**src/wb_pkg.sv**
```systemverilog
// --------------------
// Shared widths, pipe count and buffer depth for the writeback stage
// Imported by every RTL file that needs a width or a vector type
// --------------------

package wb_pkg;

  // --------------------
  // Sizes
  // --------------------

  localparam int NUM_PIPES = 2;              // Execute pipes feeding writeback
  localparam int SEQ_BITS  = 4;              // Sequence number width
  localparam int ROB_DEPTH = 2 ** SEQ_BITS;  // One entry per sequence number

  // Pipe index needs at least one bit even with a single pipe
  localparam int PIPE_BITS = (NUM_PIPES > 1) ? $clog2(NUM_PIPES) : 1;

  localparam int PC_BITS   = 32;
  localparam int ADDR_BITS = 5;
  localparam int DATA_BITS = 32;

  // --------------------
  // Vector types
  // --------------------

  typedef logic [SEQ_BITS-1:0]  seq_num_t;   // Issue order tag
  typedef logic [PC_BITS-1:0]   pc_t;
  typedef logic [ADDR_BITS-1:0] reg_addr_t;  // Architectural register
  typedef logic [DATA_BITS-1:0] reg_data_t;
  typedef logic [PIPE_BITS-1:0] pipe_idx_t;  // Which execute pipe

endpackage

```
**src/wb_intf.sv**
```systemverilog
// --------------------
// Execute result and notification interfaces of the writeback stage
// --------------------

`timescale 1ns/1ps

// Result from one execute pipe, held until val and rdy meet
interface ex_result_if;
  import wb_pkg::*;

  logic      val;
  logic      rdy;
  pc_t       pc;
  seq_num_t  seq_num;
  reg_addr_t waddr;
  reg_data_t wdata;
  logic      wen;

  modport exe (output val, pc, seq_num, waddr, wdata, wen, input rdy);
  modport wb  (input val, pc, seq_num, waddr, wdata, wen, output rdy);
endinterface

// One-cycle pulse, used for both completion and commit
interface wb_notif_if;
  import wb_pkg::*;

  logic      val;
  seq_num_t  seq_num;
  pc_t       pc;
  reg_addr_t waddr;
  reg_data_t wdata;
  logic      wen;

  modport pub (output val, seq_num, pc, waddr, wdata, wen);
  modport sub (input val, seq_num, pc, waddr, wdata, wen);
endinterface

```
**src/seq_arb.sv**
```systemverilog
// --------------------
// Oldest-first arbiter over the execute pipes
// Age is measured from its own copy of the commit head
// --------------------

`timescale 1ns/1ps

module seq_arb (
  input  logic              clk,
  input  logic              rst,
  input  wb_pkg::seq_num_t  seq_num [wb_pkg::NUM_PIPES],
  input  logic              val     [wb_pkg::NUM_PIPES],
  output logic              gnt     [wb_pkg::NUM_PIPES],
  wb_notif_if.sub           commit
);
  import wb_pkg::*;

  seq_num_t  head;                // Next sequence number to commit
  seq_num_t  age [NUM_PIPES];
  seq_num_t  best_age;
  pipe_idx_t best_idx;
  logic      found;

  // --------------------
  // Commit point tracking
  // --------------------

  always_ff @(posedge clk) begin
    if (rst) begin
      head <= '0;
    end else if (commit.val) begin
      head <= seq_num_t'(commit.seq_num + 1'b1);  // Wraps at ROB_DEPTH
    end
  end

  // --------------------
  // Age compare
  // --------------------

  always_comb begin
    for (int i = 0; i < NUM_PIPES; i++) begin
      age[i] = seq_num[i] - head;  // Modulo distance from the head
    end
  end

  // Strict less-than, so ties stay with the lower pipe
  always_comb begin
    found    = 1'b0;
    best_idx = '0;
    best_age = '1;
    for (int i = 0; i < NUM_PIPES; i++) begin
      if (val[i] && (!found || (age[i] < best_age))) begin
        found    = 1'b1;
        best_idx = pipe_idx_t'(i);
        best_age = age[i];
      end
    end
  end

  // One-hot grant, or none when no pipe is valid
  always_comb begin
    for (int i = 0; i < NUM_PIPES; i++) begin
      gnt[i] = found && (best_idx == pipe_idx_t'(i));
    end
  end

endmodule

```
**src/reorder_buf.sv**
```systemverilog
// --------------------
// Reorder buffer indexed by sequence number
// Entries are written in any order and leave in order from the head
// --------------------

`timescale 1ns/1ps

module reorder_buf (
  input  logic               clk,
  input  logic               rst,
  input  logic               ins_en,
  input  wb_pkg::seq_num_t   ins_idx,
  input  wb_pkg::pc_t        ins_pc,
  input  wb_pkg::reg_addr_t  ins_waddr,
  input  wb_pkg::reg_data_t  ins_wdata,
  input  logic               ins_wen,
  wb_notif_if.pub            commit
);
  import wb_pkg::*;

  // --------------------
  // Storage
  // --------------------

  logic [ROB_DEPTH-1:0] valid;       // One bit per sequence number
  seq_num_t             head;

  pc_t       ent_pc    [ROB_DEPTH];
  reg_addr_t ent_waddr [ROB_DEPTH];
  reg_data_t ent_wdata [ROB_DEPTH];
  logic      ent_wen   [ROB_DEPTH];

  logic head_valid;

  assign head_valid = valid[head];

  // Valid bits and head pointer
  always_ff @(posedge clk) begin
    if (rst) begin
      valid <= '0;
      head  <= '0;
    end else begin
      if (head_valid) begin
        valid[head] <= 1'b0;          // Freed as it commits
        head        <= head + 1'b1;
      end
      if (ins_en) begin
        valid[ins_idx] <= 1'b1;
      end
    end
  end

  // Payload only changes on insert
  always_ff @(posedge clk) begin
    if (ins_en) begin
      ent_pc[ins_idx]    <= ins_pc;
      ent_waddr[ins_idx] <= ins_waddr;
      ent_wdata[ins_idx] <= ins_wdata;
      ent_wen[ins_idx]   <= ins_wen;
    end
  end

  // --------------------
  // In-order dequeue
  // --------------------

  assign commit.val     = head_valid;
  assign commit.seq_num = head;
  assign commit.pc      = ent_pc[head];
  assign commit.waddr   = ent_waddr[head];
  assign commit.wdata   = ent_wdata[head];
  assign commit.wen     = ent_wen[head];

endmodule

```
**src/wb_commit_unit.sv**
```systemverilog
// --------------------
// Writeback and commit unit
// Grants the oldest pipe, announces completion, then commits in order
// --------------------

`timescale 1ns/1ps

module wb_commit_unit (
  input  logic         clk,
  input  logic         rst,
  ex_result_if.wb      ex [wb_pkg::NUM_PIPES],
  wb_notif_if.pub      complete,
  wb_notif_if.pub      commit
);
  import wb_pkg::*;

  // --------------------
  // Pipe unpacking
  // --------------------

  logic      ex_val     [NUM_PIPES];
  seq_num_t  ex_seq_num [NUM_PIPES];
  pc_t       ex_pc      [NUM_PIPES];
  reg_addr_t ex_waddr   [NUM_PIPES];
  reg_data_t ex_wdata   [NUM_PIPES];
  logic      ex_wen     [NUM_PIPES];
  logic      gnt        [NUM_PIPES];

  for (genvar i = 0; i < NUM_PIPES; i++) begin : g_pipe
    assign ex_val[i]     = ex[i].val;
    assign ex_seq_num[i] = ex[i].seq_num;
    assign ex_pc[i]      = ex[i].pc;
    assign ex_waddr[i]   = ex[i].waddr;
    assign ex_wdata[i]   = ex[i].wdata;
    assign ex_wen[i]     = ex[i].wen;
    assign ex[i].rdy     = gnt[i];     // Ready is the grant
  end

  // Commit view shared by the buffer and the arbiter
  wb_notif_if rob_commit ();

  seq_arb u_seq_arb (
    .clk     (clk),
    .rst     (rst),
    .seq_num (ex_seq_num),
    .val     (ex_val),
    .gnt     (gnt),
    .commit  (rob_commit)
  );

  // --------------------
  // Granted pipe select
  // --------------------

  pipe_idx_t sel_idx;
  logic      sel_val;
  logic      sel_wen;

  always_comb begin
    sel_val = 1'b0;
    sel_idx = '0;
    for (int i = 0; i < NUM_PIPES; i++) begin
      if (gnt[i]) begin
        sel_val = 1'b1;
        sel_idx = pipe_idx_t'(i);
      end
    end
  end

  // Register zero never gets written
  assign sel_wen = ex_wen[sel_idx] && (ex_waddr[sel_idx] != '0);

  assign complete.val     = sel_val;
  assign complete.seq_num = ex_seq_num[sel_idx];
  assign complete.pc      = ex_pc[sel_idx];
  assign complete.waddr   = ex_waddr[sel_idx];
  assign complete.wdata   = ex_wdata[sel_idx];
  assign complete.wen     = sel_wen;

  // --------------------
  // Pipeline register into the buffer
  // --------------------

  logic      wb_val;
  seq_num_t  wb_seq_num;
  pc_t       wb_pc;
  reg_addr_t wb_waddr;
  reg_data_t wb_wdata;
  logic      wb_wen;

  always_ff @(posedge clk) begin
    if (rst) wb_val <= 1'b0;
    else     wb_val <= sel_val;
  end

  always_ff @(posedge clk) begin
    wb_seq_num <= ex_seq_num[sel_idx];
    wb_pc      <= ex_pc[sel_idx];
    wb_waddr   <= ex_waddr[sel_idx];
    wb_wdata   <= ex_wdata[sel_idx];
    wb_wen     <= sel_wen;          // Already masked for register zero
  end

  reorder_buf u_reorder_buf (
    .clk       (clk),
    .rst       (rst),
    .ins_en    (wb_val),
    .ins_idx   (wb_seq_num),
    .ins_pc    (wb_pc),
    .ins_waddr (wb_waddr),
    .ins_wdata (wb_wdata),
    .ins_wen   (wb_wen),
    .commit    (rob_commit)
  );

  assign commit.val     = rob_commit.val;
  assign commit.seq_num = rob_commit.seq_num;
  assign commit.pc      = rob_commit.pc;
  assign commit.waddr   = rob_commit.waddr;
  assign commit.wdata   = rob_commit.wdata;
  assign commit.wen     = rob_commit.wen;

endmodule

```
**src/wb_top.sv**
```systemverilog
// --------------------
// Top level of the writeback stage with plain ports
// Per-pipe inputs are packed arrays indexed by pipe
// --------------------

`timescale 1ns/1ps

module wb_top (
  input  logic                                      clk,
  input  logic                                      rst,
  // Execute pipes
  input  logic              [wb_pkg::NUM_PIPES-1:0] ex_val,
  output logic              [wb_pkg::NUM_PIPES-1:0] ex_rdy,
  input  wb_pkg::pc_t       [wb_pkg::NUM_PIPES-1:0] ex_pc,
  input  wb_pkg::seq_num_t  [wb_pkg::NUM_PIPES-1:0] ex_seq_num,
  input  wb_pkg::reg_addr_t [wb_pkg::NUM_PIPES-1:0] ex_waddr,
  input  wb_pkg::reg_data_t [wb_pkg::NUM_PIPES-1:0] ex_wdata,
  input  logic              [wb_pkg::NUM_PIPES-1:0] ex_wen,
  // Completion
  output logic                                      complete_val,
  output wb_pkg::seq_num_t                          complete_seq_num,
  output wb_pkg::pc_t                               complete_pc,
  output wb_pkg::reg_addr_t                         complete_waddr,
  output wb_pkg::reg_data_t                         complete_wdata,
  output logic                                      complete_wen,
  // Commit
  output logic                                      commit_val,
  output wb_pkg::seq_num_t                          commit_seq_num,
  output wb_pkg::pc_t                               commit_pc,
  output wb_pkg::reg_addr_t                         commit_waddr,
  output wb_pkg::reg_data_t                         commit_wdata,
  output logic                                      commit_wen
);
  import wb_pkg::*;

  ex_result_if ex_if [NUM_PIPES] ();
  wb_notif_if  complete_if ();
  wb_notif_if  commit_if ();

  for (genvar i = 0; i < NUM_PIPES; i++) begin : g_ex
    assign ex_if[i].val     = ex_val[i];
    assign ex_if[i].pc      = ex_pc[i];
    assign ex_if[i].seq_num = ex_seq_num[i];
    assign ex_if[i].waddr   = ex_waddr[i];
    assign ex_if[i].wdata   = ex_wdata[i];
    assign ex_if[i].wen     = ex_wen[i];
    assign ex_rdy[i]        = ex_if[i].rdy;
  end

  wb_commit_unit u_wb_commit_unit (
    .clk      (clk),
    .rst      (rst),
    .ex       (ex_if),
    .complete (complete_if),
    .commit   (commit_if)
  );

  assign complete_val     = complete_if.val;
  assign complete_seq_num = complete_if.seq_num;
  assign complete_pc      = complete_if.pc;
  assign complete_waddr   = complete_if.waddr;
  assign complete_wdata   = complete_if.wdata;
  assign complete_wen     = complete_if.wen;

  assign commit_val       = commit_if.val;
  assign commit_seq_num   = commit_if.seq_num;
  assign commit_pc        = commit_if.pc;
  assign commit_waddr     = commit_if.waddr;
  assign commit_wdata     = commit_if.wdata;
  assign commit_wen       = commit_if.wen;

endmodule

```
**config.mk**
```make
export PLATFORM = sky130hd
export DESIGN_NAME = wb_top
export DESIGN_NICKNAME = d
export VERILOG_FILES = /design/src/wb_pkg.sv /design/src/wb_intf.sv /design/src/seq_arb.sv /design/src/reorder_buf.sv /design/src/wb_commit_unit.sv /design/src/wb_top.sv
export SDC_FILE = /design/constraint.sdc
export NUM_CORES = 1
export LEC_CHECK = 0
export ABC_AREA = 1
export BUFFER_PORTS_ARGS = -buffer_cell sky130_fd_sc_hd__clkbuf_2
export CORE_MARGIN = 2
export CORE_UTILIZATION = 60
export DETAILED_ROUTE_END_ITERATION = 8
export GPL_TIMING_DRIVEN = 1
export PLACE_DENSITY = 0.79
export SYNTH_ARGS = -nofsm -noshare
export SYNTH_HDL_FRONTEND = slang
export SYNTH_HIERARCHICAL = 1
export SYNTH_SLANG_ARGS = --single-unit
```
**constraint.sdc**
```tcl
create_clock -name clk -period 11.7 [get_ports clk]
set_input_delay 1.17 -clock clk [delete_from_list [all_inputs] [get_ports clk]]
set_output_delay 1.17 -clock clk [all_outputs]
set_load 0.005 [all_outputs]
```
---- After elaboration in Yosys (flattened, before gate mapping) ----
Memory sizes are Yosys's and may differ from the RTL's. A register that Yosys moved wholly into a read port is not among the register bits.
Cells that the tools add are included.
storage, ports and cells
  bits in registers ....................... 95
  RAM bits ................................ 1,120
  input bits .............................. 152
  output and inout bits ................... 152
  word-level logic and storage cells ...... 76
  memories ................................ 4
memory list
  memory                                    depth  width  read ports  clocked after memory_dff  write ports  line               source
  u_wb_commit_unit.u_reorder_buf.ent_pc     16     32     1           1                         1            reorder_buf.sv:28  pc_t ent_pc [ROB_DEPTH];
  u_wb_commit_unit.u_reorder_buf.ent_wdata  16     32     1           1                         1            reorder_buf.sv:30  reg_data_t ent_wdata [ROB_DEPTH];
  u_wb_commit_unit.u_reorder_buf.ent_waddr  16     5      1           1                         1            reorder_buf.sv:29  reg_addr_t ent_waddr [ROB_DEPTH];
  u_wb_commit_unit.u_reorder_buf.ent_wen    16     1      1           1                         1            reorder_buf.sv:31  logic ent_wen [ROB_DEPTH];
cells by class
  add/subtract/negate cells ............... 3
  order comparisons ....................... 6
  muxes and demuxes ....................... 41
  bitwise gates (word level) .............. 5
  reduce and logical (&&, ||, !) cells .... 9
operator list
  kind                   number
  $mux W32               6
  $mux W16               3
  $mux W4                12
  $and A16 B16 Y16       1
  $not A16 Y16           1
  $or A16 B16 Y16        1
  $mux W5                3
  $mux W1                14
  $lt A4 B5 Y1 const B   2
  $demux W1 S4           2
  $ge A4 B1 Y1 const B   2
  $sub A4 B4 Y4          2
  $logic_and A1 B1 Y1    6
  $reduce_bool A5 Y1     1
  $add A4 B1 Y4 const B  1
  $bmux W1 S4            1
  $lt A4 B4 Y1           1
  $ge A2 B2 Y1 const B   1
  $not A1 Y2             1
  $logic_not A1 Y1       1
  $logic_or A1 B1 Y1     1
  $not A1 Y1             1

---- Logic depth before layout (Yosys ltp) ----
Gate-level depths: netlist of the first run.
  word-level depth ........................ 14
  depth in mapped cells ................... 19
  gate-level depth less buffers ........... 19

---- Cells and area by module ----
Netlist of the first run, hierarchy kept.
modules (own cells, without submodules)
  module          times used  cells each  area an instance (µm²)  sequential area each (µm²)
  reorder_buf     1           3,185       46,103.0                34,112.7
  wb_commit_unit  1           329         2,486.1                 1,501.4
  seq_arb         1           68          503.0                   80.1
  wb_top          1           2           15.0                    0.0

---- Worst setup path before layout of the first run ----
No wires, ideal clock.
  path kind ............................... input -> output
  start ................................... in ex_seq_num[0] (netlist bit)
  end ..................................... out complete_wen
  data arrival time ....................... 3.265 ns
  required time ........................... 10.530 ns
  slack ................................... 7.265 ns
  cell stages on the path ................. 18
  path buffers ............................ 1
  cells stage by stage .................... inv_1 ha_1 inv_1 fa_1 xor2_1 nor2_1 ha_1 nand2_1 inv_1 nand2_1 nand2_1 a21boi_1 buf_4 nand2_1 o21ai_1 nand2_1 nor2_1 nor2_1
between the ends
  longest elaborated chain between the ends .. 14
  elaborated cells between the ends (all ways) .. 18
  those cells by class .................... add/sub: 1; order compare: 1; mux: 10; bitwise: 1; reduce/logical: 5
ends and longest elaborated chain
  what                                         line                  source
  start, declared                              wb_top.sv:15          input wb_pkg::seq_num_t [wb_pkg::NUM_PIPES-1:0] ex_seq_num,
  $sub A4 B4 Y4 *                              seq_arb.sv:42         age[i] = seq_num[i] - head;
  $mux W4 *                                    seq_arb.sv:52         if (val[i] && (!found || (age[i] < best_age))) begin
  $lt A4 B4 Y1 *                               seq_arb.sv:52
  $logic_or A1 B1 Y1 *                         seq_arb.sv:52
  $logic_and A1 B1 Y1 *                        seq_arb.sv:52
  $mux W1                                      seq_arb.sv:52
  $logic_and A1 B1 Y1 *                        seq_arb.sv:63         gnt[i] = found && (best_idx == pipe_idx_t'(i));
  net ex_if[1].rdy                             wb_intf.sv:12         logic rdy;
  $mux W1 *                                    wb_commit_unit.sv:63  if (gnt[i]) begin
  $not A1 Y2 (not written as such) *           wb_commit_unit.sv:71  assign sel_wen = ex_wen[sel_idx] && (ex_waddr[sel_idx] != '0);
  $mux W5 (not written as such) (3 in series)  wb_commit_unit.sv:71
  $reduce_bool A5 Y1                           wb_commit_unit.sv:71
  $logic_and A1 B1 Y1 *                        wb_commit_unit.sv:71
  end, declared                                wb_top.sv:25          output logic complete_wen,
The timed path passes the listed nets; every way through them passes the cells marked *. The select of a mux whose other input is x is not followed.

---- Worst setup path in the final report of the first run ----
  start ................................... in ex_seq_num[0] (netlist bit)
  end ..................................... out complete_wen
between the ends
  longest elaborated chain between the ends .. 14
  elaborated cells between the ends (all ways) .. 18
  those cells by class .................... add/sub: 1; order compare: 1; mux: 10; bitwise: 1; reduce/logical: 5
ends and longest elaborated chain
  what                                         line
  $sub A4 B4 Y4 *                              seq_arb.sv:42
  $mux W4 *                                    seq_arb.sv:52
  $lt A4 B4 Y1 *                               seq_arb.sv:52
  $logic_or A1 B1 Y1 *                         seq_arb.sv:52
  $logic_and A1 B1 Y1 *                        seq_arb.sv:52
  $mux W1                                      seq_arb.sv:52
  $logic_and A1 B1 Y1 *                        seq_arb.sv:63
  $mux W1 *                                    wb_commit_unit.sv:63
  $not A1 Y2 (not written as such) *           wb_commit_unit.sv:71
  $mux W5 (not written as such) (3 in series)  wb_commit_unit.sv:71
  $reduce_bool A5 Y1                           wb_commit_unit.sv:71
  $logic_and A1 B1 Y1 *                        wb_commit_unit.sv:71
Mark *: on every way between the ends. The rest lies on a longest branch, timed or not. The select of a mux whose other input is x is not followed.

==> results of run 1 <==
## per-layer routing
metal / up-vias / track usage, % / wire (um)
met5: - / 0 / 0
met4: 0 / 9.76 / 3220
met3: 189 / 4.18 / 9050
met2: 1377 / 45.5 / 57300
met1: 14600 / 36.1 / 45700
li1: 13600 / - / -
## worst paths after layout
check	end	cells after the start	startpoint
max reg2reg	u_wb_commit_unit/wb_wen	20	u_wb_commit_unit/u_seq_arb/head[2]
min	u_wb_commit_unit/u_reorder_buf/valid[7]	2	u_wb_commit_unit/u_reorder_buf/valid[7]
min reg2reg	u_wb_commit_unit/u_reorder_buf/valid[7]	2	u_wb_commit_unit/u_reorder_buf/valid[7]
max	complete_wen	21	ex_seq_num[0]
## per-stage QoR
step                      setup WS, ns  instance area (um^2)  hold WS (ns)  std cells
after CTS                         5.61                 55200         0.464       4990
after global placement            5.75                 51300         0.449       4768
after floorplan                   7.26                 49100         0.440       3584
final                             5.60                 55200         0.469       4992
after global routing              5.25                 55200         0.487       4992
after detailed placement          5.62                 51300         0.455       4768
## report_power, final
part           total [mW]  switching [mW]  internal, mW
clock                3.78            1.60          2.18
sequential           5.79           0.425          5.37
combinational        2.78            1.79         0.994
total                12.3            3.81          8.54
## sequential cells by signal (all words and copies together), names as in the netlist, 4 cells and up, named ones only
name                                           count
u_wb_commit_unit/wb_wdata                         32
u_wb_commit_unit/wb_seq_num                        4
u_wb_commit_unit/u_reorder_buf/ent_pc            512
u_wb_commit_unit/u_reorder_buf/ent_wen            16
u_wb_commit_unit/u_reorder_buf/commit.seq_num      4
u_wb_commit_unit/wb_pc                            32
u_wb_commit_unit/u_reorder_buf/ent_waddr          80
u_wb_commit_unit/u_seq_arb/head                    4
u_wb_commit_unit/u_reorder_buf/valid              16
u_wb_commit_unit/u_reorder_buf/ent_wdata         512
u_wb_commit_unit/wb_waddr                          5
## layout make-up
class	count	share of cell area, %
inverter	381	3.04
clock buffer	161	5.79
antenna	2	0.00907
timing repair buffer	347	3.39
clock inverter	61	1.24
tap	1060	2.40
multi-input combinational	1757	19.4
sequential	1223	64.7
## synthesized netlist by cell type
master / instances / area share, %
a211oi_1: 2 / 0.031
a21boi_1: 1 / 0.015
a21oi_1: 298 / 3.0
a31oi_1: 1 / 0.013
buf_1: 13 / 0.099
buf_2: 58 / 0.59
buf_4: 19 / 0.29
buf_6: 23 / 0.53
buf_8: 1 / 0.031
clkbuf_1: 109 / 0.83
clkinv_2: 180 / 1.8
dfxtp_1: 103 / 4.2
edfxtp_1: 1120 / 68
fa_1: 2 / 0.082
ha_1: 14 / 0.36
inv_1: 184 / 1.4
inv_2: 17 / 0.13
mux2i_1: 281 / 5.7
nand2_1: 368 / 2.8
nand2_2: 2 / 0.025
nand3_1: 81 / 0.83
nand4_1: 8 / 0.10
nor2_1: 34 / 0.26
nor2_4: 1 / 0.023
nor3_1: 1 / 0.010
o211ai_1: 280 / 4.3
o21a_1: 1 / 0.015
o21ai_0: 243 / 2.5
o21ai_1: 131 / 1.3
xnor2_1: 4 / 0.071
xor2_1: 4 / 0.071
## kinds of logic (layout without fill, tap and decap cells)
family	Yosys count	after routing	synth area share [%]
DFF	1223	1223	72.7
AOI/OAI and AO/OA	957	957	11.2
buffers and inverters	604	950	5.74
and+or+nand+nor	495	495	4.06
muxes	281	281	5.73
adders and majority gates	16	16	0.438
xor gates and xnor gates	8	8	0.143
other	0	2	0
## worst min-delay path: stages, from the launching register on
cell     delay, ns
dfxtp_1       0.31
nand2_1       0.06
a21oi_1       0.05
==> metrics.yaml, run 1 <==
outcome: "complete, no violations"
cts_tree: "yes"
clock_latency_ns: 0.70
hold_viol_final: 0
area_growth_pct: 12.3
cts_made_buffers: 116
hold_class: "reg -> reg"
drtIter0Drc: 3852
ys_types: 31
routed_wl_um: 115000
die_h_um: 290
total_power_mw: 12.3
postCtsSetupBuffers: 0
place.port_buffers: 303
die-area_um2: 84100
nNetsFinal: 3994
ys_seq_elements: 1223
period_share_pct: 52.1
yosys_warnings: 6
grt_max_degree: 213
final_util_pct: 68.3
clock_skew_ns: 0.0271
ios: 304
slowest_delay_ns: 0.66
grt_pass1_wl_um: 173000
p_per_area_nw_per_um2: 224
tightestPinTransition_ns: 1.19
cts_num_sinks: 1223
gp_congestion: 0.809
rsz0062_at_grt: "no"
final_common_cell: "edfxtp_1"
antenna_found_initial: 3
mostFrequentLayoutCells: "edfxtp_1, nand2_1, clkbuf_2"
clk_path_buf_depth: 3
netlist_instances: 3584
track_usage_pct: 27.0
drv_slew: 0
via_count: 29700
start_util_pct: 60.8
max_freq_mhz: 164
first_pass_iters: 5
setup_violations: 0
grt_overflow: 0
drive_gt1_share_pct: 18.9
path_delay_family: "buffers and inverters"
synth_area_um2: 49100
crit_type: "in -> out"
cp_data_required_time_ns: 10.53
fillers: 5322
max_slew_margin_pct: 20.9
clkSlewWorstSetupHoldPaths_ns: 0.06
crit_chain: "clkbuf_2, inv_1, ha_1, inv_1, fa_1, xor2_1, nor2_1, ha_1, nand2_1, inv_1, nand2_1, nand2_1, a21boi_4, clkinv_2, buf_4, nand2_1, nand2_1, nand3_1, nor2_1, nor2_1, clkbuf_2"
grt_pass1_vias: 29100
post-dp-hpwl_um: 58600
multiInputGateArea_um2: 10700
yosysSeqAreaShare_pct: 72.7
cp_num_buf_inv: 7
maxCapViolations: 0
drc: 0
h-tree-depth: 3
postSynthAreaPerCell_um2: 13.7
crit_fanout: 47
crit_slowest_cell: "buf_4"
vias_per_cell: 5.95
cp_data_arrival_time_ns: 4.93
critPathLaunchType: "primary input"
synth_nets: 3752
ctsResizeCount: 0
die_x_um: 290
cts-hold-fix-buffers: 0
core_um2: 80800
rows: 104
min_period_ns: 6.10
cts_root_buffer: "clkbuf_16"
fin_tns_setup_ns: 0
timing.critical_path.mode_cell: "nand2_1"
leakage_nw: 19.2
regArea_um2: 35700
reg2reg_setup_slack_ns: 7.74
antenna_left: 0
post_drt_wl_per_cell_um: 23.1
cp-end-kind: "output pin"
ir_worst_vdd_v: 0.000180
Power figures use the tool's default switching activity.
==> run 2, diff against run 1 <==
Settings changed: CORE_UTILIZATION 60 to 55, PLACE_DENSITY 0.79 to 0.76.
Clock period 11.7 ns to 5.33 ns, I/O delays scaled along.
==> metrics.yaml, run 2 (synthesis gave the netlist of run 1 again) <==
place.port_buffers: 303
netSwitchingPower_mw: 8.48
die_x_um: 303
drtIter0Drc: 3204
cp_data_arrival_time_ns: 4.22
cts_made_buffers: 117
critPathLaunchType: "flip-flop"
min-delay-start: "ex_wdata[7]"
gp_congestion: 0.805
hold_viol_final: 0
area_growth_pct: 13.8
grt_pass1_wl_um: 172000
crit_fanout: 7
r2r_cells: 17
min_period_ns: 4.76
grt_max_degree: 152
cp_data_required_time_ns: 4.80
first_pass_iters: 5
die_h_um: 303
pwr-share-seq_pct: 46.6
ios: 304
final_common_cell: "edfxtp_1"
power_frac_comb_pct: 22.9
clkSlewWorstSetupHoldPaths_ns: 0.06
design_area_um2: 55900
crit_type: "reg -> out"
grt_pass1_vias: 28900
start_util_pct: 55.6
p_sw_share_pct: 31.1
routed_wl_um: 115000
p_int_mw: 18.8
outcome: "complete, no violations"
via_count: 29900
p_per_area_nw_per_um2: 489
total_power_mw: 27.3
nNetsFinal: 4027
die-area_um2: 91700
cp-end-kind: "output pin"
ctsResizeCount: 0
max_freq_mhz: 210
ir_worst_vdd_v: 0.000320
track_usage_pct: 24.8
hold_class: "in -> reg"
fillers: 6306
drc: 0
rsz0062_at_grt: "no"
setup_violations: 0
clk_path_buf_depth: 3
vias_per_cell: 5.82
drv_slew: 0
reg_top3: "u_wb_commit_unit/u_reorder_buf/ent_pc (512), u_wb_commit_unit/u_reorder_buf/ent_wdata (512), u_wb_commit_unit/u_reorder_buf/ent_waddr (80)"
post_drt_wl_per_cell_um: 22.4
period_share_pct: 89.2
hold_depth: 3
fin_tns_setup_ns: 0
maxCapViolations: 0
antenna_left: 0
h-tree-depth: 3
cts_root_buffer: "clkbuf_16"
cts_num_sinks: 1223
rows: 109
max_slew_margin_pct: 26.8
core_um2: 88400
startpoint: "u_wb_commit_unit/u_seq_arb/head[2]"
drive_gt1_share_pct: 19.0
placed_area_um2: 51700
r2r_start: "u_wb_commit_unit/u_seq_arb/head[2]"
leakage_nw: 19.4
mostFrequentLayoutCells: "edfxtp_1, nand2_1, clkbuf_2"
cts_tree: "yes"
antenna_found_initial: 0
clock_latency_ns: 0.73
clkPwrFrac_pct: 30.5
post-dp-hpwl_um: 58600
grt_overflow: 0
tightestPinTransition_ns: 1.10
clock_skew_ns: 0.0488
==> run 2: changes by cell type in the layout (fill, tap and decap cells not counted), moves of 2 or more <==
cell / before / now
dlygate4sd3_1: 0 / 24
buf_12: 2 / 21
clkbuf_1: 34 / 15
clkinv_1: 15 / 34
buf_4: 42 / 31
clkbuf_8: 10 / 0
clkinv_4: 0 / 6
inv_6: 6 / 2
clkinv_2: 203 / 206
bufinv_16: 12 / 14
clkinv_8: 0 / 2
==> run 2: critical path, cell delays in order (launching register included) <==
cell	delay, ns
dfxtp_1	0.31
inv_1	0.07
ha_1	0.32
a21oi_1	0.16
o21a_1	0.17
nand2_1	0.06
nand2_1	0.07
nor2_1	0.04
ha_1	0.30
a21oi_1	0.17
nand2_1	0.12
a21boi_4	0.18
buf_12	0.16
buf_12	0.14
nand2_1	0.06
o21ai_0	0.09
nand2_1	0.20
nor2_1	0.59
nor2_1	0.13
clkbuf_2	0.16
==> run 2: through the flow <==
step           hold slack, ns  cells  util, %  setup WS, ns
6_report               0.0261   5129     63.2         0.575
5_1_grt                0.0198   5128     63.2         0.383
4_1_cts               0.00159   5124     63.1         0.158
3_5_place_dp            0.455   4877     58.5         0.632
3_3_place_gp            0.450   4877     58.5         0.770
2_1_floorplan           0.440   3584        -          1.09
==> run 2: final cells by class <==
type | count | area, um^2 | area share [%]
Antenna cell | 1 | 2.50 | 0.00448
Clock buffer | 133 | 3010 | 5.39
Clock inverter | 90 | 896 | 1.60
Inverter | 381 | 1680 | 3.00
Multi-Input combinational cell | 1757 | 10700 | 19.2
Sequential cell | 1223 | 35700 | 63.9
Tap cell | 1165 | 1460 | 2.61
Timing Repair Buffer | 379 | 2410 | 4.31
==> run 2: path summary, 6_finish.rpt <==
check | to | slack, ns
setup / recovery | complete_wen | 0.57
hold / removal | u_wb_commit_unit/wb_wdata[7] | 0.03
setup reg to reg | u_wb_commit_unit/wb_pc[7] | 1.69
hold reg to reg | u_wb_commit_unit/u_reorder_buf/valid[4] | 0.47
==> run 2: what timing repair did <==
| action | in CTS | in global routing |
|---|---|---|
| endpoints found under the setup margin | 0 | 16 |
| endpoints found under the hold margin | 15 | 0 |
| hold buffers | 24 | 0 |
| setup buffers | 0 | 4 |
==> run 2: routing by layer <==
layer,share of wire (%),vias to the layer above,global-route usage [%]
met5,0,-,0
met2,50,1267,42.0
met1,40,14800,33.2
met3,7.5,191,3.60
li1,-,13700,-
met4,2.5,0,8.20
==> run 2: power by group through the flow <==
stage	sequential (mW)	clock [mW]	combinational (mW)
2_1_floorplan	12.5	0	4.40
3_3_place_gp	12.9	0	6.01
3_5_place_dp	12.9	0	6.14
4_1_cts	12.7	8.41	6.24
5_1_grt	12.8	8.78	6.91
6_report	12.7	8.32	6.26
